[src/verilog/bram_geom_pkg.sv]
// Parameter RAM geometry
package bram_geom_pkg;

  // Port widths
  localparam int W_WIDTH = 8;                      // Producer side byte
  localparam int R_WIDTH = 32;                     // Consumer side word

  // Depths
  localparam int W_DEPTH = 64;
  localparam int R_DEPTH = W_DEPTH * W_WIDTH / R_WIDTH; // 16 wide words
  localparam int RATIO   = R_WIDTH / W_WIDTH;           // Bytes per wide word

  // Address widths
  localparam int W_ADDR_WIDTH = $clog2(W_DEPTH);
  localparam int R_ADDR_WIDTH = $clog2(R_DEPTH);

  // Read pipeline depth of the RAM
  localparam int LATENCY = 3;

  // Data words
  typedef logic [W_WIDTH-1:0] w_data_t;
  typedef logic [R_WIDTH-1:0] r_data_t;

  // Addresses
  typedef logic [W_ADDR_WIDTH-1:0] w_addr_t;
  typedef logic [R_ADDR_WIDTH-1:0] r_addr_t;

  // Word k of the read side holds bytes RATIO*k up to RATIO*k+RATIO-1,
  // lowest address in the lowest byte lane

endpackage

[src/verilog/cyc_buf_pkg.sv]
// Cyclic buffer definitions
package cyc_buf_pkg;

  // Ring buffer covers every read in flight plus the one on the output
  localparam int BUFFER_DEPTH = bram_geom_pkg::LATENCY + 1;
  localparam int PTR_WIDTH    = $clog2(BUFFER_DEPTH);

  // Controller phases
  typedef enum logic [1:0] {
    WRITE_S  = 2'd0, // Table is being loaded
    FILL_1_S = 2'd1, // Reads issued, nothing returned yet
    FILL_2_S = 2'd2, // Output valid, buffer still priming
    READ_S   = 2'd3  // Steady replay
  } cyc_state_t;

  // RAM write port, byte travels beside it
  typedef struct packed {
    logic                   en;
    bram_geom_pkg::w_addr_t addr;
  } bram_wr_t;

  // RAM read port
  typedef struct packed {
    logic                   en;
    bram_geom_pkg::r_addr_t addr;
  } bram_rd_t;

  // Write struct is 1 + W_ADDR_WIDTH bits (7)
  // Read struct is 1 + R_ADDR_WIDTH bits (5)

  // Pointers wrap at BUFFER_DEPTH-1
  // m_data is muxed from the entry under the read pointer

endpackage

[src/verilog/n_delay.sv]
// Clock-enabled delay line
`timescale 1ns/1ps

module n_delay #(
  parameter int N     = 3,
  parameter int WIDTH = 1
) (
  input  logic             clk,
  input  logic             rst_n,
  input  logic             clken,
  input  logic [WIDTH-1:0] data_in,
  output logic [WIDTH-1:0] data_out
);

  logic [WIDTH-1:0] taps [N]; // taps[0] is the first stage

  always_ff @(posedge clk) begin
    if (!rst_n) begin
      for (int i = 0; i < N; i++) begin
        taps[i] <= '0;
      end
    end else if (clken) begin
      taps[0] <= data_in;
      for (int i = 1; i < N; i++) begin
        taps[i] <= taps[i-1]; // Shift one stage
      end
    end
  end

  // Last stage is the delayed copy
  assign data_out = taps[N-1];

endmodule

[src/verilog/sdp_bram.sv]
// Asymmetric dual port RAM
`timescale 1ns/1ps

module sdp_bram (
  input  logic                   clk,
  input  logic                   clken,
  input  cyc_buf_pkg::bram_wr_t  wr,
  input  bram_geom_pkg::w_data_t wr_data,
  input  cyc_buf_pkg::bram_rd_t  rd,
  output bram_geom_pkg::r_data_t r_data
);

  localparam int LAT = bram_geom_pkg::LATENCY;

  // Byte wide storage
  bram_geom_pkg::w_data_t mem [bram_geom_pkg::W_DEPTH];

  // Read word assembled from RATIO neighbouring bytes
  bram_geom_pkg::r_data_t rd_word;

  // Output pipeline, stage LAT-1 drives the port
  bram_geom_pkg::r_data_t rd_pipe [LAT];

  // Narrow write port
  always_ff @(posedge clk) begin
    if (clken && wr.en) begin
      mem[wr.addr] <= wr_data;
    end
  end

  // Lowest byte address lands in the lowest lane
  always_comb begin
    bram_geom_pkg::w_addr_t byte_addr;
    rd_word = '0;
    for (int i = 0; i < bram_geom_pkg::RATIO; i++) begin
      byte_addr = bram_geom_pkg::w_addr_t'(rd.addr * bram_geom_pkg::RATIO + i);
      rd_word[i*bram_geom_pkg::W_WIDTH +: bram_geom_pkg::W_WIDTH] = mem[byte_addr];
    end
  end

  // Wide read pipeline
  always_ff @(posedge clk) begin
    if (clken) begin
      if (rd.en) begin
        rd_pipe[0] <= rd_word; // Array sample
      end
      for (int s = 1; s < LAT; s++) begin
        rd_pipe[s] <= rd_pipe[s-1];
      end
    end
  end

  // Data shows up LAT enabled cycles after the read
  assign r_data = rd_pipe[LAT-1];

endmodule

[src/verilog/always_valid_cyclic_bram.sv]
// Always-valid cyclic RAM wrapper
`timescale 1ns/1ps

module always_valid_cyclic_bram (
  input  logic                   clk,
  input  logic                   rst_n,
  input  logic                   clken,
  input  logic                   s_valid_ready,
  input  bram_geom_pkg::w_data_t s_data,
  input  bram_geom_pkg::w_addr_t w_addr_max_1,
  input  bram_geom_pkg::r_addr_t r_addr_max_1,
  output bram_geom_pkg::r_data_t m_data,
  output logic                   m_valid,
  input  logic                   m_ready
);

  localparam int PW = cyc_buf_pkg::PTR_WIDTH;
  localparam logic [PW-1:0] LAST_PTR = PW'(cyc_buf_pkg::BUFFER_DEPTH - 1);

  cyc_buf_pkg::cyc_state_t state, state_next;

  logic m_valid_ready;
  logic bram_r_en;
  logic bram_valid_out;
  logic wr_en;

  bram_geom_pkg::w_addr_t addr_w_prev, addr_w;
  bram_geom_pkg::r_addr_t addr_r, addr_r_next;
  bram_geom_pkg::r_data_t bram_r_data;

  cyc_buf_pkg::bram_wr_t bram_wr;
  cyc_buf_pkg::bram_rd_t bram_rd;

  logic [PW-1:0] w_ptr, w_ptr_next;
  logic [PW-1:0] r_ptr, r_ptr_next;

  // Ring buffer in front of the consumer
  bram_geom_pkg::r_data_t ring_q [cyc_buf_pkg::BUFFER_DEPTH];

  assign m_valid_ready = m_valid && m_ready;

  // Table is frozen once the write phase is over
  assign wr_en = s_valid_ready && (state == cyc_buf_pkg::WRITE_S);

  always_comb begin
    state_next = state;
    case (state)
      cyc_buf_pkg::WRITE_S:
        if (wr_en && addr_w == w_addr_max_1) state_next = cyc_buf_pkg::FILL_1_S;
      cyc_buf_pkg::FILL_1_S:
        if (bram_valid_out) state_next = cyc_buf_pkg::FILL_2_S; // First word back
      cyc_buf_pkg::FILL_2_S:
        if (bram_valid_out && w_ptr == LAST_PTR) state_next = cyc_buf_pkg::READ_S;
      default:
        state_next = state; // Replay until reset
    endcase
  end

  // FILL_1_S issues exactly LATENCY+1 reads before the first word returns,
  // after that a read is issued only when a word leaves the buffer
  always_comb begin
    bram_r_en = 1'b0;
    m_valid   = 1'b0;
    case (state)
      cyc_buf_pkg::FILL_1_S: begin
        bram_r_en = 1'b1;
      end
      cyc_buf_pkg::FILL_2_S, cyc_buf_pkg::READ_S: begin
        bram_r_en = m_ready; // One slot freed per transfer
        m_valid   = 1'b1;
      end
      default: begin
        bram_r_en = 1'b0;
      end
    endcase
  end

  always_ff @(posedge clk) begin
    if (!rst_n) begin
      state <= cyc_buf_pkg::WRITE_S;
    end else if (clken) begin
      state <= state_next;
    end
  end

  // Write address, starts at all ones so the first byte goes to 0
  assign addr_w = (addr_w_prev == w_addr_max_1) ? '0 : addr_w_prev + 1'b1;

  always_ff @(posedge clk) begin
    if (!rst_n) begin
      addr_w_prev <= '1;
    end else if (clken && wr_en) begin
      addr_w_prev <= addr_w;
    end
  end

  // Read address wraps at the table end
  assign addr_r_next = (addr_r == r_addr_max_1) ? '0 : addr_r + 1'b1;

  always_ff @(posedge clk) begin
    if (!rst_n) begin
      addr_r <= '0;
    end else if (clken && bram_r_en) begin
      addr_r <= addr_r_next;
    end
  end

  assign bram_wr = '{en: wr_en, addr: addr_w};
  assign bram_rd = '{en: bram_r_en, addr: addr_r};

  sdp_bram u_bram (
    .clk     (clk),
    .clken   (clken),
    .wr      (bram_wr),
    .wr_data (s_data),
    .rd      (bram_rd),
    .r_data  (bram_r_data)
  );

  // Marks cycles where bram_r_data is a fresh word
  n_delay #(
    .N     (bram_geom_pkg::LATENCY),
    .WIDTH (1)
  ) u_valid_delay (
    .clk      (clk),
    .rst_n    (rst_n),
    .clken    (clken),
    .data_in  (bram_r_en),
    .data_out (bram_valid_out)
  );

  assign w_ptr_next = (w_ptr == LAST_PTR) ? '0 : w_ptr + 1'b1;
  assign r_ptr_next = (r_ptr == LAST_PTR) ? '0 : r_ptr + 1'b1;

  always_ff @(posedge clk) begin
    if (!rst_n) begin
      w_ptr <= '0;
      r_ptr <= '0;
    end else if (clken) begin
      if (bram_valid_out) w_ptr <= w_ptr_next;
      if (m_valid_ready)  r_ptr <= r_ptr_next;
    end
  end

  always_ff @(posedge clk) begin
    if (clken && bram_valid_out) begin
      ring_q[w_ptr] <= bram_r_data;
    end
  end

  // Unregistered output mux
  assign m_data = ring_q[r_ptr];

endmodule

[src/verilog/lrelu_param_store.sv]
// Activation parameter store
`timescale 1ns/1ps

module lrelu_param_store (
  input  logic                   clk,
  input  logic                   rst_n,
  input  logic                   clken,
  input  logic                   s_valid_ready,
  input  bram_geom_pkg::w_data_t s_data,
  input  bram_geom_pkg::w_addr_t w_addr_max_1, // Held from reset onward
  input  bram_geom_pkg::r_addr_t r_addr_max_1, // Held from reset onward
  output bram_geom_pkg::r_data_t m_data,
  output logic                   m_valid,
  input  logic                   m_ready
);

  // Byte stream in, wide words replayed forever out
  always_valid_cyclic_bram u_cyc_bram (
    .clk           (clk),
    .rst_n         (rst_n),
    .clken         (clken),
    .s_valid_ready (s_valid_ready),
    .s_data        (s_data),
    .w_addr_max_1  (w_addr_max_1),
    .r_addr_max_1  (r_addr_max_1),
    .m_data        (m_data),
    .m_valid       (m_valid),
    .m_ready       (m_ready)
  );

endmodule

[config.mk]
export PLATFORM = sky130hd
export DESIGN_NAME = lrelu_param_store
export DESIGN_NICKNAME = d
export VERILOG_FILES = /design/src/verilog/bram_geom_pkg.sv /design/src/verilog/cyc_buf_pkg.sv /design/src/verilog/n_delay.sv /design/src/verilog/sdp_bram.sv /design/src/verilog/always_valid_cyclic_bram.sv /design/src/verilog/lrelu_param_store.sv
export SDC_FILE = /design/constraint.sdc
export NUM_CORES = 1
export LEC_CHECK = 0
export BUFFER_PORTS_ARGS = -buffer_cell sky130_fd_sc_hd__buf_4
export CAP_MARGIN = 10
export CORE_MARGIN = 10
export CORE_UTILIZATION = 67
export DETAILED_ROUTE_END_ITERATION = 8
export PLACE_DENSITY_LB_ADDON = 0.2
export SLEW_MARGIN = 0
export SYNTH_ARGS = -nofsm -noshare
export SYNTH_HDL_FRONTEND = slang
export SYNTH_SLANG_ARGS = --single-unit
[constraint.sdc]
create_clock -name clk -period 5.8 [get_ports clk]
set_input_delay 0 -clock clk [delete_from_list [all_inputs] [get_ports clk]]
set_output_delay 0 -clock clk [all_outputs]
set_load 0.05 [all_outputs]
==> results of run 1 <==
==> cells in the final DEF (no fill, tap or decap), types with 2 or more instances in the layout <==
| master | n |
|---|---|
| sky130_fd_sc_hd__nor2b_1 | 3 |
| sky130_fd_sc_hd__nand4_1 | 3 |
| sky130_fd_sc_hd__ha_1 | 11 |
| sky130_fd_sc_hd__dlygate4sd3_1 | 8 |
| sky130_fd_sc_hd__nor2_1 | 77 |
| sky130_fd_sc_hd__clkinv_2 | 16 |
| sky130_fd_sc_hd__clkinv_4 | 2 |
| sky130_fd_sc_hd__dfxtp_1 | 17 |
| sky130_fd_sc_hd__clkbuf_1 | 13 |
| sky130_fd_sc_hd__nand3_1 | 18 |
| sky130_fd_sc_hd__a21oi_1 | 9 |
| sky130_fd_sc_hd__edfxtp_1 | 739 |
| sky130_fd_sc_hd__xnor2_1 | 7 |
| sky130_fd_sc_hd__diode_2 | 3 |
| sky130_fd_sc_hd__o211a_1 | 2 |
| sky130_fd_sc_hd__nand2_1 | 17 |
| sky130_fd_sc_hd__clkinvlp_4 | 2 |
| sky130_fd_sc_hd__xor2_1 | 11 |
| sky130_fd_sc_hd__nand2b_1 | 4 |
| sky130_fd_sc_hd__dfxtp_4 | 2 |
| sky130_fd_sc_hd__inv_6 | 2 |
| sky130_fd_sc_hd__inv_1 | 6 |
| sky130_fd_sc_hd__dfxtp_2 | 3 |
| sky130_fd_sc_hd__and2_1 | 2 |
| sky130_fd_sc_hd__clkinv_1 | 11 |
| sky130_fd_sc_hd__mux4_2 | 192 |
| sky130_fd_sc_hd__clkbuf_16 | 77 |
| sky130_fd_sc_hd__buf_4 | 71 |
| sky130_fd_sc_hd__o21ai_0 | 2 |
| sky130_fd_sc_hd__nor4_1 | 3 |
| sky130_fd_sc_hd__nor3_1 | 4 |
| sky130_fd_sc_hd__bufinv_16 | 8 |
| sky130_fd_sc_hd__and3_1 | 8 |
| sky130_fd_sc_hd__mux2i_1 | 5 |
==> path summary, 6_finish.rpt <==
kind | from | end | slack (ps) | cells after the start
min | s_data[2] | u_cyc_bram.u_bram.mem[39][2] | 9 | 1
max | u_cyc_bram.addr_w_prev[0] | u_cyc_bram.u_bram.mem[52][5] | 2360 | 5
max reg2reg | u_cyc_bram.addr_w_prev[0] | u_cyc_bram.u_bram.mem[52][5] | 2360 | 5
min reg2reg | u_cyc_bram.u_bram.rd_pipe[0][54] | u_cyc_bram.u_bram.rd_pipe[0][86] | 420 | 0
==> cells by family (layout without fill, tap and decap cells) <==
family,Yosys count,count (layout),share of synthesized area (%)
xor+xnor,19,19,0.612
other cells,0,3,0
mux,197,197,15.4
compound gates,24,24,0.594
fa+ha+maj,11,11,0.484
simple gates,148,148,2.40
flops,761,761,79.6
buf+inv,59,217,0.928
==> layout make-up <==
cell class	instances	area (sq um)	share of cell area, %
antenna	3	7.51	0.0235
clock buffer	90	1980	6.19
clock inverter	41	412	1.29
inverter	6	22.5	0.0706
multi-input combinational	399	5540	17.4
sequential	761	22600	71.0
tap	539	674	2.11
timing repair buffer	80	633	1.98
==> power by group through the flow <==
stage          sequential [W]  combinational [W]  clock (W)
3_3_place_gp          0.00622           0.000313          0
2_1_floorplan         0.00621           0.000157          0
4_1_cts               0.00611           0.000326    0.00478
6_report              0.00611           0.000328    0.00472
5_1_grt               0.00611           0.000349    0.00498
3_5_place_dp          0.00622           0.000319          0
==> routing by layer <==
| metal | vias to the layer above | GRT usage, % |
|---|---|---|
| met5 | - | 0 |
| met4 | 2 | 9.15 |
| met3 | 122 | 5.06 |
| met2 | 651 | 36.7 |
| met1 | 6668 | 33.0 |
| li1 | 5321 | - |
==> stage by stage <==
step,power [W],instances,hold slack [ps]
4_1_cts,0.0112,1915,4.57
6_report,0.0112,1919,9.15
2_1_floorplan,0.00637,1219,98.9
3_5_place_dp,0.00654,1776,316
5_1_grt,0.0114,1917,31.9
3_3_place_gp,0.00653,1776,297
==> state kept, by name (all words and copies together) (netlist names), named ones only <==
register,count
u_cyc_bram.u_bram.rd_pipe,96
u_cyc_bram.addr_w_prev,6
u_cyc_bram.u_valid_delay.taps,3
u_cyc_bram.addr_r,4
u_cyc_bram.u_bram.mem,512
u_cyc_bram.r_ptr,2
u_cyc_bram.w_ptr,2
u_cyc_bram.ring_q,128
u_cyc_bram.state,2
==> Flow_metrics.wiki, run 1 <==
{| class="wikitable"
! Metric !! Value
|-
| Worst Setup End Kind || register
|-
| Reported max-cap violation count || 0
|-
| Net switching power figure || 0.00222 W
|-
| Actual slew at the worst max-slew pin || between 1000 and 1500 ps
|-
| Kind of critical path || register to register
|-
| Port buffer count || 55
|-
| Crit path buffers/inverters || 0
|-
| Share of the yosys chip area belonging to registers || between 70% and 80%
|-
| Number of hold violations in the final report || 0
|-
| Number of endpoints failing setup at the final stage || 0
|-
| Average wire length per cell after detail routing || approximately 30 microns
|-
| Detail-routed via count per cell || 6.65
|-
| Placeable Area || roughly 42000 sq um
|-
| Site Rows || 75
|-
| Worst slew margin relative to its limit || about 30%
|-
| Warnings from Yosys || 0
|-
| Flops & latches, synth || between 700 and 800
|-
| Number of enable flip-flop cells after synthesis || ~740
|-
| Routed wl met3 || 4.92 mm
|-
| DPL Wire Length || 31.9 mm
|-
| Clock insertion delay at the later pin of the skew report || 600 ps
|-
| Maximum number of pins on one net before global-route repair || 65
|-
| Number of global-route vias before repair || 13200
|-
| Most common library cells after synthesis || sky130_fd_sc_hd__edfxtp_1 (739), sky130_fd_sc_hd__mux4_2 (192), sky130_fd_sc_hd__nor2_1 (77)
|-
| Synthesized netlist net count || 1253
|-
| Final WS setup || 2360 ps
|-
| Proportion of power drawn by combinational gates || 2.9%
|-
| CTS tree || built
|-
| Cell seen most often among critical-path stages || sky130_fd_sc_hd__nand3_1
|-
| Number of vias after detailed routing || 12764
|-
| Number of antenna violations at the first check in global routing || 5
|-
| Total Neg Setup Slack || 0 ps
|-
| Routed length on met1 || 22.7 mm
|-
| Pwr dens || 349 nW/um^2
|-
| Async S/R FF share, synth || 0%
|-
| Slew Limit Fails || 0
|-
| Worst-path cell chain || ha_1 > nand3_1 > xnor2_1 > nand3_1 > nor2_1
|-
| Max Freq || between 0.2 and 0.3 GHz
|-
| Floorplan die width || 226 microns
|-
| Count of nets after finishing || 1354
|-
| Data required, critical path || 6030 ps
|-
| Clock buffer depth || 3
|-
| TritonCTS buffer count || 72
|-
| PostCTS Resize Cnt || 0
|-
| Post-Synthesis Cells || ~1200
|-
| CTS Hold Bufs || 8
|-
| Leading register cell type out of synthesis || sky130_fd_sc_hd__edfxtp_1
|-
| Met2 WL post-DR || 28.0 mm
|-
| Level count of the clock H-tree || 3
|-
| CP arrival || 3670 ps
|-
| Top-area cell type share of the netlist area || 78.0%
|-
| Height of the die || 226 microns
|-
| Kind of path behind the tightest hold check || input pin to register
|-
| Largest driver fanout on the critical path || 11
|-
| Count of unique library cells instantiated by Yosys || 47
|-
| Setup repair after global routing missed its margin || false
|-
| Post-synth top area cell || sky130_fd_sc_hd__edfxtp_1
|-
| Global-route congestion overflow total || 0
|-
| Main area contributors after synthesis || sky130_fd_sc_hd__edfxtp_1 (78%), sky130_fd_sc_hd__mux4_2 (15%), sky130_fd_sc_hd__dfxtp_1 (1.5%)
|-
| Startpoint type of the worst setup path || register
|-
| Total Wirelength || 57.6 mm
|-
| Area added between synthesis and finish || 12.2%
|-
| Cell area after placement || 29400 sq um
|-
| Outcome || complete, no violations
|-
| Netlist area before placement || 28400 sq um
|-
| Post-route design area || approximately 32000 sq um
|-
| Final critical-path share of the clock period || 59.3%
|-
| Detail Route Antenna Nets || 0
|-
| Mean cell area of the mapped netlist || 23.3 sq um
|-
| VDD IR max || 315 uV
|-
| Die footprint || 51100 sq um
|-
| Number of fill cells in the layout || 2141
|-
| Count leader, synth || sky130_fd_sc_hd__edfxtp_1
|-
| Share of power burned in the clock network || 42.3%
|-
| Drt first pass iters || 5
|-
| Number of clock sinks seen by CTS || approximately 760
|-
| Slowest stage cell on the critical path || sky130_fd_sc_hd__nor2_1
|-
| Fraction of the core area covered by cells at the end of the flow || roughly three quarters
|-
| Internal power summed over all cells || 0.00894 W
|-
| Slowest stage delay, CP || ~790 ps
|-
| Setup clock skew after layout || 13.0 ps
|-
| Starting density of the core || 67.8%
|-
| Highest metal layer with signal wires || met5
|-
| Leakage || just under 10 nW
|-
| Overall routing resource usage || 23.7%
|-
| Global-route wire length before repair || between 80 and 90 mm
|-
| First DRT Iteration DRCs || 1419
|-
| Number of design rule violations left after detail routing || 0
|-
| Fraction of final layout cells with drive strength greater than 1 || 27.9%
|-
| Post-route minimum period || 3440 ps
|-
| Sequential fraction of design power || 54.8%
|-
| Final weighted congestion in routability-driven placement || approximately 0.86
|-
| CTS root buffer || sky130_fd_sc_hd__clkbuf_16
|-
| Clock transition at the registers of the reported paths || 60 ps
|-
| Placement-stage worst setup slack || 2470 ps
|-
| Number of top-level pins || 56
|-
| Net switching fraction of the power || between 10% and 20%
|-
| Delay-heaviest family, CP || simple AND/OR/NAND/NOR gates
|-
| Number of setup buffers added after CTS || 0
|}
Note: power is estimated with default switching activity, not from simulation.
==> run 2: changes to the inputs <==
Settings changed: CORE_UTILIZATION 67 to 56.
Clock period 5.8 ns to 2.9 ns, I/O delays scaled along.
==> run 2 against run 1 <==
  * The run now ends with hold timing left
  * Critical path depth rose by 2
  * Sequential share of layout area fell by 1.9 points
  * Die area rose by 18%
  * Clock skew rose by 4.6 ps
  * Largest power group unchanged
==> Flow_metrics.wiki, run 2 (synthesis results as in run 1) <==
{| class="wikitable"
! Metric !! Value
|-
| Slack of the worst reg-to-reg path || 320 ps (-2040 ps)
|-
| Area added between synthesis and finish || 15.4%
|-
| TritonCTS buffer count || 75 (+4.2%)
|-
| Area of the multi-input gates || 5550 sq um (about the same)
|-
| Largest Register || u_cyc_bram.u_bram.mem
|-
| First DRT Iteration DRCs || 1089 (-23%)
|-
| Maximum number of pins on one net before global-route repair || 65 (unchanged)
|-
| Detail Route Antenna Nets || 0 (unchanged)
|-
| Slowest stage delay, CP || 440 ps (-350 ps)
|-
| Overall routing resource usage || 19.2% (-4.5 points)
|-
| Max Freq || 0.387 GHz (+33%)
|-
| Drt first pass iters || 5 (unchanged)
|-
| Count of inserted antenna diode cells || 0 (-3)
|-
| Die footprint || 60200 sq um (+18%)
|-
| Fraction of final layout cells with drive strength greater than 1 || 31.5% (+3.6 points)
|-
| Startpoint type of the worst setup path || register
|-
| Post-route minimum period || 2580 ps (-856 ps)
|-
| Worst slack on hold paths || -32.5 ps (-41.7 ps)
|-
| Number of top-level pins || 56 (unchanged)
|-
| Most common cell after layout, fill and taps aside || sky130_fd_sc_hd__edfxtp_1
|-
| DPL Wire Length || 32.8 mm (+2.8%)
|-
| Kind of path behind the tightest hold check || input pin to register
|-
| Largest registers || u_cyc_bram.u_bram.mem: 512 flops, u_cyc_bram.ring_q: 128 flops, u_cyc_bram.u_bram.rd_pipe: 96 flops
|-
| Detail-routed via count per cell || 5.98 (-10%)
|-
| Final weighted congestion in routability-driven placement || 0.839 (-2.9%)
|-
| Clock insertion delay at the later pin of the skew report || 610 ps (about the same)
|-
| VDD IR max || 719 uV (+130%)
|-
| Final critical-path share of the clock period || 89.0% (+30 points)
|-
| Crit path buffers/inverters || 2 (+2)
|-
| Slew Limit Fails || 0 (unchanged)
|-
| Total Neg Setup Slack || 0 ps (unchanged)
|-
| Reported max-cap violation count || 0 (unchanged)
|-
| Clock transition at the registers of the reported paths || 60 ps (about the same)
|-
| Slowest stage cell on the critical path || sky130_fd_sc_hd__nand4_1
|-
| Global-route wire length before repair || 85.6 mm (-2.2%)
|-
| Starting density of the core || 56.7% (-11 points)
|-
| Failing checks || hold timing
|-
| Number of design rule violations left after detail routing || 0 (unchanged)
|-
| Level count of the clock H-tree || 3 (unchanged)
|-
| Outcome || complete, but fails checks
|-
| Average wire length per cell after detail routing || 26.3 microns (-12%)
|-
| CTS tree || built
|-
| Worst-path cell chain || inv_1 > ha_1 > nand3_1 > nor2_1 > nand4_1 > nor2_1 > buf_4
|-
| Kind of critical path || register to register
|-
| Placeable Area || 50200 sq um (+20%)
|-
| Largest register FFs || 512 (unchanged)
|-
| Cell area after placement || 30300 sq um (+3.0%)
|-
| Actual slew at the worst max-slew pin || 924 ps (-120 ps)
|-
| Leakage || 10.3 nW (+4.6%)
|-
| Worst slew margin relative to its limit || 38.0% (+8.0 points)
|-
| Final WS setup || 319 ps (-2040 ps)
|-
| CTS root buffer || sky130_fd_sc_hd__clkbuf_16
|-
| Port buffer count || 55 (unchanged)
|-
| Number of vias after detailed routing || 12780 (+0.13%)
|-
| Post-route design area || 32800 sq um (+2.8%)
|-
| Number of hold violations in the final report || 13 (+13)
|-
| Setup clock skew after layout || 17.5 ps (+4.58 ps)
|-
| Most frequent cells in the layout || sky130_fd_sc_hd__edfxtp_1 (739), sky130_fd_sc_hd__mux4_2 (192), sky130_fd_sc_hd__buf_4 (145), sky130_fd_sc_hd__clkbuf_16 (81), sky130_fd_sc_hd__nor2_1 (77)
|-
| Floorplan die width || 245 microns (+8.6%)
|-
| Number of endpoints failing setup at the final stage || 0 (unchanged)
|-
| Total Wirelength || 56.2 mm (-2.5%)
|-
| Height of the die || 245 microns (+8.6%)
|-
| Setup repair after global routing missed its margin || false
|-
| Number of setup buffers added after CTS || 0 (unchanged)
|-
| Global-route congestion overflow total || 0 (unchanged)
|-
| Number of fill cells in the layout || 3221 (+50%)
|-
| Number of global-route vias before repair || 13088 (-0.85%)
|-
| Worst Setup End Kind || register
|-
| Count of nets after finishing || 1444 (+6.6%)
|-
| Data required, critical path || 3210 ps (-2820 ps)
|-
| CP arrival || 2890 ps (-780 ps)
|-
| Cell seen most often among critical-path stages || sky130_fd_sc_hd__nor2_1
|-
| Sequential cell area || 22600 sq um (unchanged)
|-
| Site Rows || 82 (+9.3%)
|-
| Number of antenna violations at the first check in global routing || 0 (-5)
|-
| Clock buffer depth || 3 (unchanged)
|-
| Delay-heaviest family, CP || simple AND/OR/NAND/NOR gates
|-
| Pwr dens || 676 nW/um^2 (+94%)
|-
| Number of clock sinks seen by CTS || 761 (unchanged)
|-
| Largest driver fanout on the critical path || 8 (-3)
|-
| Placement-stage worst setup slack || 126 ps (-2340 ps)
|}
[run 2: final timing paths]
| kind | start | endpoint | depth (start not counted) |
|---|---|---|---|
| worst max-delay path | u_cyc_bram.state[0] | u_cyc_bram.u_bram.mem[50][6] | 7 |
| worst min-delay path | s_data[7] | u_cyc_bram.u_bram.mem[27][7] | 1 |
| worst max register to register | u_cyc_bram.state[0] | u_cyc_bram.u_bram.mem[50][6] | 7 |
| worst min register to register | u_cyc_bram.u_bram.rd_pipe[0][45] | u_cyc_bram.u_bram.rd_pipe[0][77] | 0 |
[run 2: metal layers]
metal / vias up / wire length [microns] / GRT usage [%]
li1: 5482 / - / -
met1: 6766 / 23900 / 27.2
met2: 446 / 27900 / 30.7
met3: 86 / 3310 / 3.46
met4: 0 / 1090 / 4.79
met5: - / 0 / 0
[run 2: timing repair]
item / in CTS / in global routing
endpoints found under the setup margin: 0 / 8
endpoints found under the hold margin: 107 / 0
hold buffers: 14 / 0
resized for setup: 0 / 1
[run 2: stage by stage]
stage / hold WS (ps) / utilization [%] / total power, W / std cells
after floorplan: 98.9 / - / 0.0127 / 1219
after global placement: 351 / 60.4 / 0.0131 / 1991
after detailed placement: 365 / 60.4 / 0.0131 / 1991
after CTS: 8.70 / 65.4 / 0.0224 / 2136
after global routing: 4.17 / 65.4 / 0.0229 / 2136
final: -32.5 / 65.4 / 0.0222 / 2136
[run 2: area by class of cell]
cell class,instances,share of cell area (%)
sequential,761,69.0
multi-input combinational,399,16.9
clock buffer,101,6.44
timing repair buffer,167,4.23
tap,672,2.56
clock inverter,30,0.740
inverter,6,0.0687
[run 2: worst reg2reg max path, cell delays in order (launching register included)]
cell and delay, ps:
sky130_fd_sc_hd__dfxtp_1 350, sky130_fd_sc_hd__inv_1 100, sky130_fd_sc_hd__ha_1 250, sky130_fd_sc_hd__nand3_1 280
sky130_fd_sc_hd__nor2_1 360, sky130_fd_sc_hd__nand4_1 440, sky130_fd_sc_hd__nor2_1 270, sky130_fd_sc_hd__buf_4 210
[run 2: power breakdown]
group	internal (W)	switching [W]	leakage (nW)
clock network	0.00545	0.00382	1.16
logic	0.000199	0.000503	2.31
registers	0.0122	0.0000533	6.89
==> run 3: changes to the inputs <==
Settings changed: BUFFER_PORTS_ARGS -buffer_cell sky130_fd_sc_hd__buf_4 to default, CORE_UTILIZATION 56 to 57, DONT_BUFFER_PORTS from default to 1, PLACE_DENSITY from default to 0.83, PLACE_DENSITY_LB_ADDON 0.2 to default.
==> run 3 against run 2 <==
  * The flow now finishes without violations
  * Register-to-register slack lost 250 ps
  * Fmax decreased by 8.8%
  * Flip-flop and latch count stayed put
  * Core utilization rose by 1.2 points
  * Via count up 4.1%
  * Worst hold slack better by 45 ps
  * Setup slack lost 250 ps
  * Clock skew grew 7.4 ps
  * Critical path depth is 1 higher
  * Largest cell class unchanged
==> Flow_metrics.wiki, run 3 (synthesis results as in run 1) <==
{| class="wikitable"
! Metric !! Value
|-
| Startpoint type of the worst setup path || register
|-
| Number of design rule violations left after detail routing || 0 (unchanged)
|-
| Floorplan die width || 243 microns (-0.81%)
|-
| Reported max-cap violation count || 0 (unchanged)
|-
| Placement-stage worst setup slack || 133 ps (+6.56 ps)
|-
| Number of endpoints failing setup at the final stage || 0 (unchanged)
|-
| Number of antenna violations at the first check in global routing || 4 (+4)
|-
| Slowest stage cell on the critical path || sky130_fd_sc_hd__dlygate4sd3_1
|-
| Data required, critical path || 3390 ps (+180 ps)
|-
| Actual slew at the worst max-slew pin || 959 ps (+34.9 ps)
|-
| Detail-routed via count per cell || 6.38 (+6.6%)
|-
| Largest Register || u_cyc_bram.u_bram.mem
|-
| Pwr dens || 686 nW/um^2 (+1.4%)
|-
| First DRT Iteration DRCs || 1732 (+59%)
|-
| Kind of path behind the tightest hold check || input pin to register
|-
| Fraction of the core area covered by cells at the end of the flow || 66.5% (+1.2 points)
|-
| Clock transition at the registers of the reported paths || 60 ps (about the same)
|-
| Slew Limit Fails || 0 (unchanged)
|-
| CTS root buffer || sky130_fd_sc_hd__clkbuf_16
|-
| CP startpoint || u_cyc_bram.addr_w_prev[0]
|-
| Delay-heaviest family, CP || buffers and inverters
|-
| Startpoint of the worst register-to-register path || u_cyc_bram.addr_w_prev[0]
|-
| Slack of the worst reg-to-reg path || 70 ps (-250 ps)
|-
| Area added between synthesis and finish || 15.0%
|-
| Overall routing resource usage || 20.9% (+1.8 points)
|-
| Net switching fraction of the power || 20.2% (+0.43 points)
|-
| Count of nets after finishing || 1399 (-3.1%)
|-
| Most frequent cells in the layout || sky130_fd_sc_hd__edfxtp_1 (739), sky130_fd_sc_hd__mux4_2 (192), sky130_fd_sc_hd__buf_4 (80), sky130_fd_sc_hd__clkbuf_16 (78), sky130_fd_sc_hd__nor2_1 (77)
|-
| Final critical-path share of the clock period || 97.6% (+8.6 points)
|-
| Die footprint || 59200 sq um (-1.6%)
|-
| Number of clock sinks seen by CTS || 761 (unchanged)
|-
| Setup repair after global routing missed its margin || false
|-
| Net switching power figure || 0.00452 W (+3.3%)
|-
| DPL Wire Length || 34.1 mm (+3.9%)
|-
| Number of global-route vias before repair || 13856 (+5.9%)
|-
| Port buffer count || 0 (-100%)
|-
| Number of setup buffers added after CTS || 0 (unchanged)
|-
| Proportion of power drawn by combinational gates || 3.1% (about the same)
|-
| Global-route congestion overflow total || 0 (unchanged)
|-
| Sequential fraction of design power || 54.5% (-0.5 points)
|-
| VDD IR max || 444 uV (-38%)
|-
| Global-route wire length before repair || 92.1 mm (+7.6%)
|-
| Outcome || complete, no violations
|-
| TritonCTS buffer count || 76 (+1.3%)
|-
| Level count of the clock H-tree || 3 (unchanged)
|-
| Largest register FFs || 512 (unchanged)
|-
| Slowest stage delay, CP || 560 ps (+120 ps)
|-
| Detail Route Antenna Nets || 0 (unchanged)
|-
| Fraction of final layout cells with drive strength greater than 1 || 28.7% (-2.8 points)
|-
| Max Freq || 0.353 GHz (-8.8%)
|-
| Number of hold violations in the final report || 0 (-13)
|-
| Number of cells on the worst reg-to-reg path || 8 (+1)
|-
| Largest registers || u_cyc_bram.u_bram.mem: 512 flops, u_cyc_bram.ring_q: 128 flops, u_cyc_bram.u_bram.rd_pipe: 96 flops
|-
| Largest driver fanout on the critical path || 11 (+3)
|-
| Endpoint of the worst hold path || u_cyc_bram.ring_q[2][24]
|-
| Crit path buffers/inverters || 1 (-1)
|-
| Worst slew margin relative to its limit || 35.5% (-2.5 points)
|-
| Leakage || 10.2 nW (-1.4%)
|-
| Internal power summed over all cells || 0.0179 W (+0.57%)
|-
| Placeable Area || 49200 sq um (-2.0%)
|-
| Height of the die || 243 microns (-0.81%)
|-
| Post-route minimum period || 2830 ps (+250 ps)
|-
| Maximum number of pins on one net before global-route repair || 73 (+12%)
|-
| Post-route design area || 32700 sq um (-0.30%)
|-
| Average wire length per cell after detail routing || 29.5 microns (+12%)
|-
| Site Rows || 81 (-1.2%)
|-
| Kind of critical path || register to register
|-
| Number of vias after detailed routing || 13303 (+4.1%)
|-
| Worst slack on hold paths || 12.6 ps (+45.1 ps)
|-
| Worst Setup End Kind || register
|-
| Setup clock skew after layout || 25.0 ps (+7.44 ps)
|-
| Number of fill cells in the layout || 2878 (-11%)
|-
| Starting density of the core || 57.8% (+1.2 points)
|-
| Endpoint of the worst register-to-register path || u_cyc_bram.state[1]
|-
| Cell depth of the worst min-delay path || 1 (unchanged)
|-
| Number of top-level pins || 56 (unchanged)
|-
| CP arrival || 3320 ps (+430 ps)
|-
| Final weighted congestion in routability-driven placement || 0.807 (-3.8%)
|-
| Clock buffer depth || 3 (unchanged)
|-
| Final WS setup || 69.5 ps (-250 ps)
|-
| Total Neg Setup Slack || 0 ps (unchanged)
|-
| Most common cell after layout, fill and taps aside || sky130_fd_sc_hd__edfxtp_1
|-
| CTS tree || built
|-
| Worst-path cell chain || ha_1 > xnor2_1 > o22ai_1 > nor4_1 > or4_1 > o311ai_2 > mux2i_1 > dlygate4sd3_1
|-
| Clock insertion delay at the later pin of the skew report || 600 ps (about the same)
|-
| Share of power burned in the clock network || 42.4% (+0.6 points)
|-
| Worst hold start || clken
|-
| Drt first pass iters || 5 (unchanged)
|-
| Cell area after placement || 29800 sq um (-1.6%)
|-
| Total Wirelength || 61.5 mm (+9.4%)
|}
-- run 3: metrics by stage --
| step | instances | power, W |
|---|---|---|
| 3_5_place_dp | 1918 | 0.0129 |
| 5_1_grt | 2084 | 0.0230 |
| 6_report | 2086 | 0.0224 |
| 2_1_floorplan | 1219 | 0.0127 |
| 4_1_cts | 2084 | 0.0225 |
| 3_3_place_gp | 1918 | 0.0129 |
-- run 3: worst max path at each step --
stage	to	slack, ps	cells after the start
floorplan	u_cyc_bram.u_bram.mem[51][0]	500	8
global placement	u_cyc_bram.u_bram.mem[57][6]	320	7
detailed placement	u_cyc_bram.u_bram.mem[57][4]	130	7
CTS	u_cyc_bram.state[1]	40	8
global route	u_cyc_bram.state[1]	4	8
finish	u_cyc_bram.state[1]	70	8
-- run 3: layer usage --
| metal | vias up | track usage [%] | routed length, microns |
|---|---|---|---|
| met5 | - | 0 | 34 |
| met3 | 130 | 5.37 | 6020 |
| li1 | 5399 | - | - |
| met4 | 4 | 7.06 | 1800 |
| met1 | 7022 | 27.8 | 23200 |
| met2 | 748 | 33.5 | 30400 |
-- run 3: power groups by stage --
stage	combinational, W	sequential [W]	clock (W)
6_report	0.000706	0.0122	0.00951
5_1_grt	0.000741	0.0122	0.0101
2_1_floorplan	0.000314	0.0124	0
3_5_place_dp	0.000460	0.0124	0
4_1_cts	0.000695	0.0122	0.00964
3_3_place_gp	0.000447	0.0124	0
-- run 3: layout make-up --
class	count	area [sq um]	area share [%]
repair buffers	121	1250	3.82
flip-flops and latches	761	22600	69.3
well taps	664	831	2.54
multi-input cells	399	5550	17.0
inverters	6	22.5	0.0689
diodes	2	5.00	0.0153
clock inverters	26	278	0.849
clock buffers	107	2120	6.49
-- run 3: timing repair --
action,CTS,global route
endpoints found under the setup margin,1,49
gates resized for setup,0,3
pin swaps,0,0
hold endpoints to repair,604,0
hold buffers,33,0
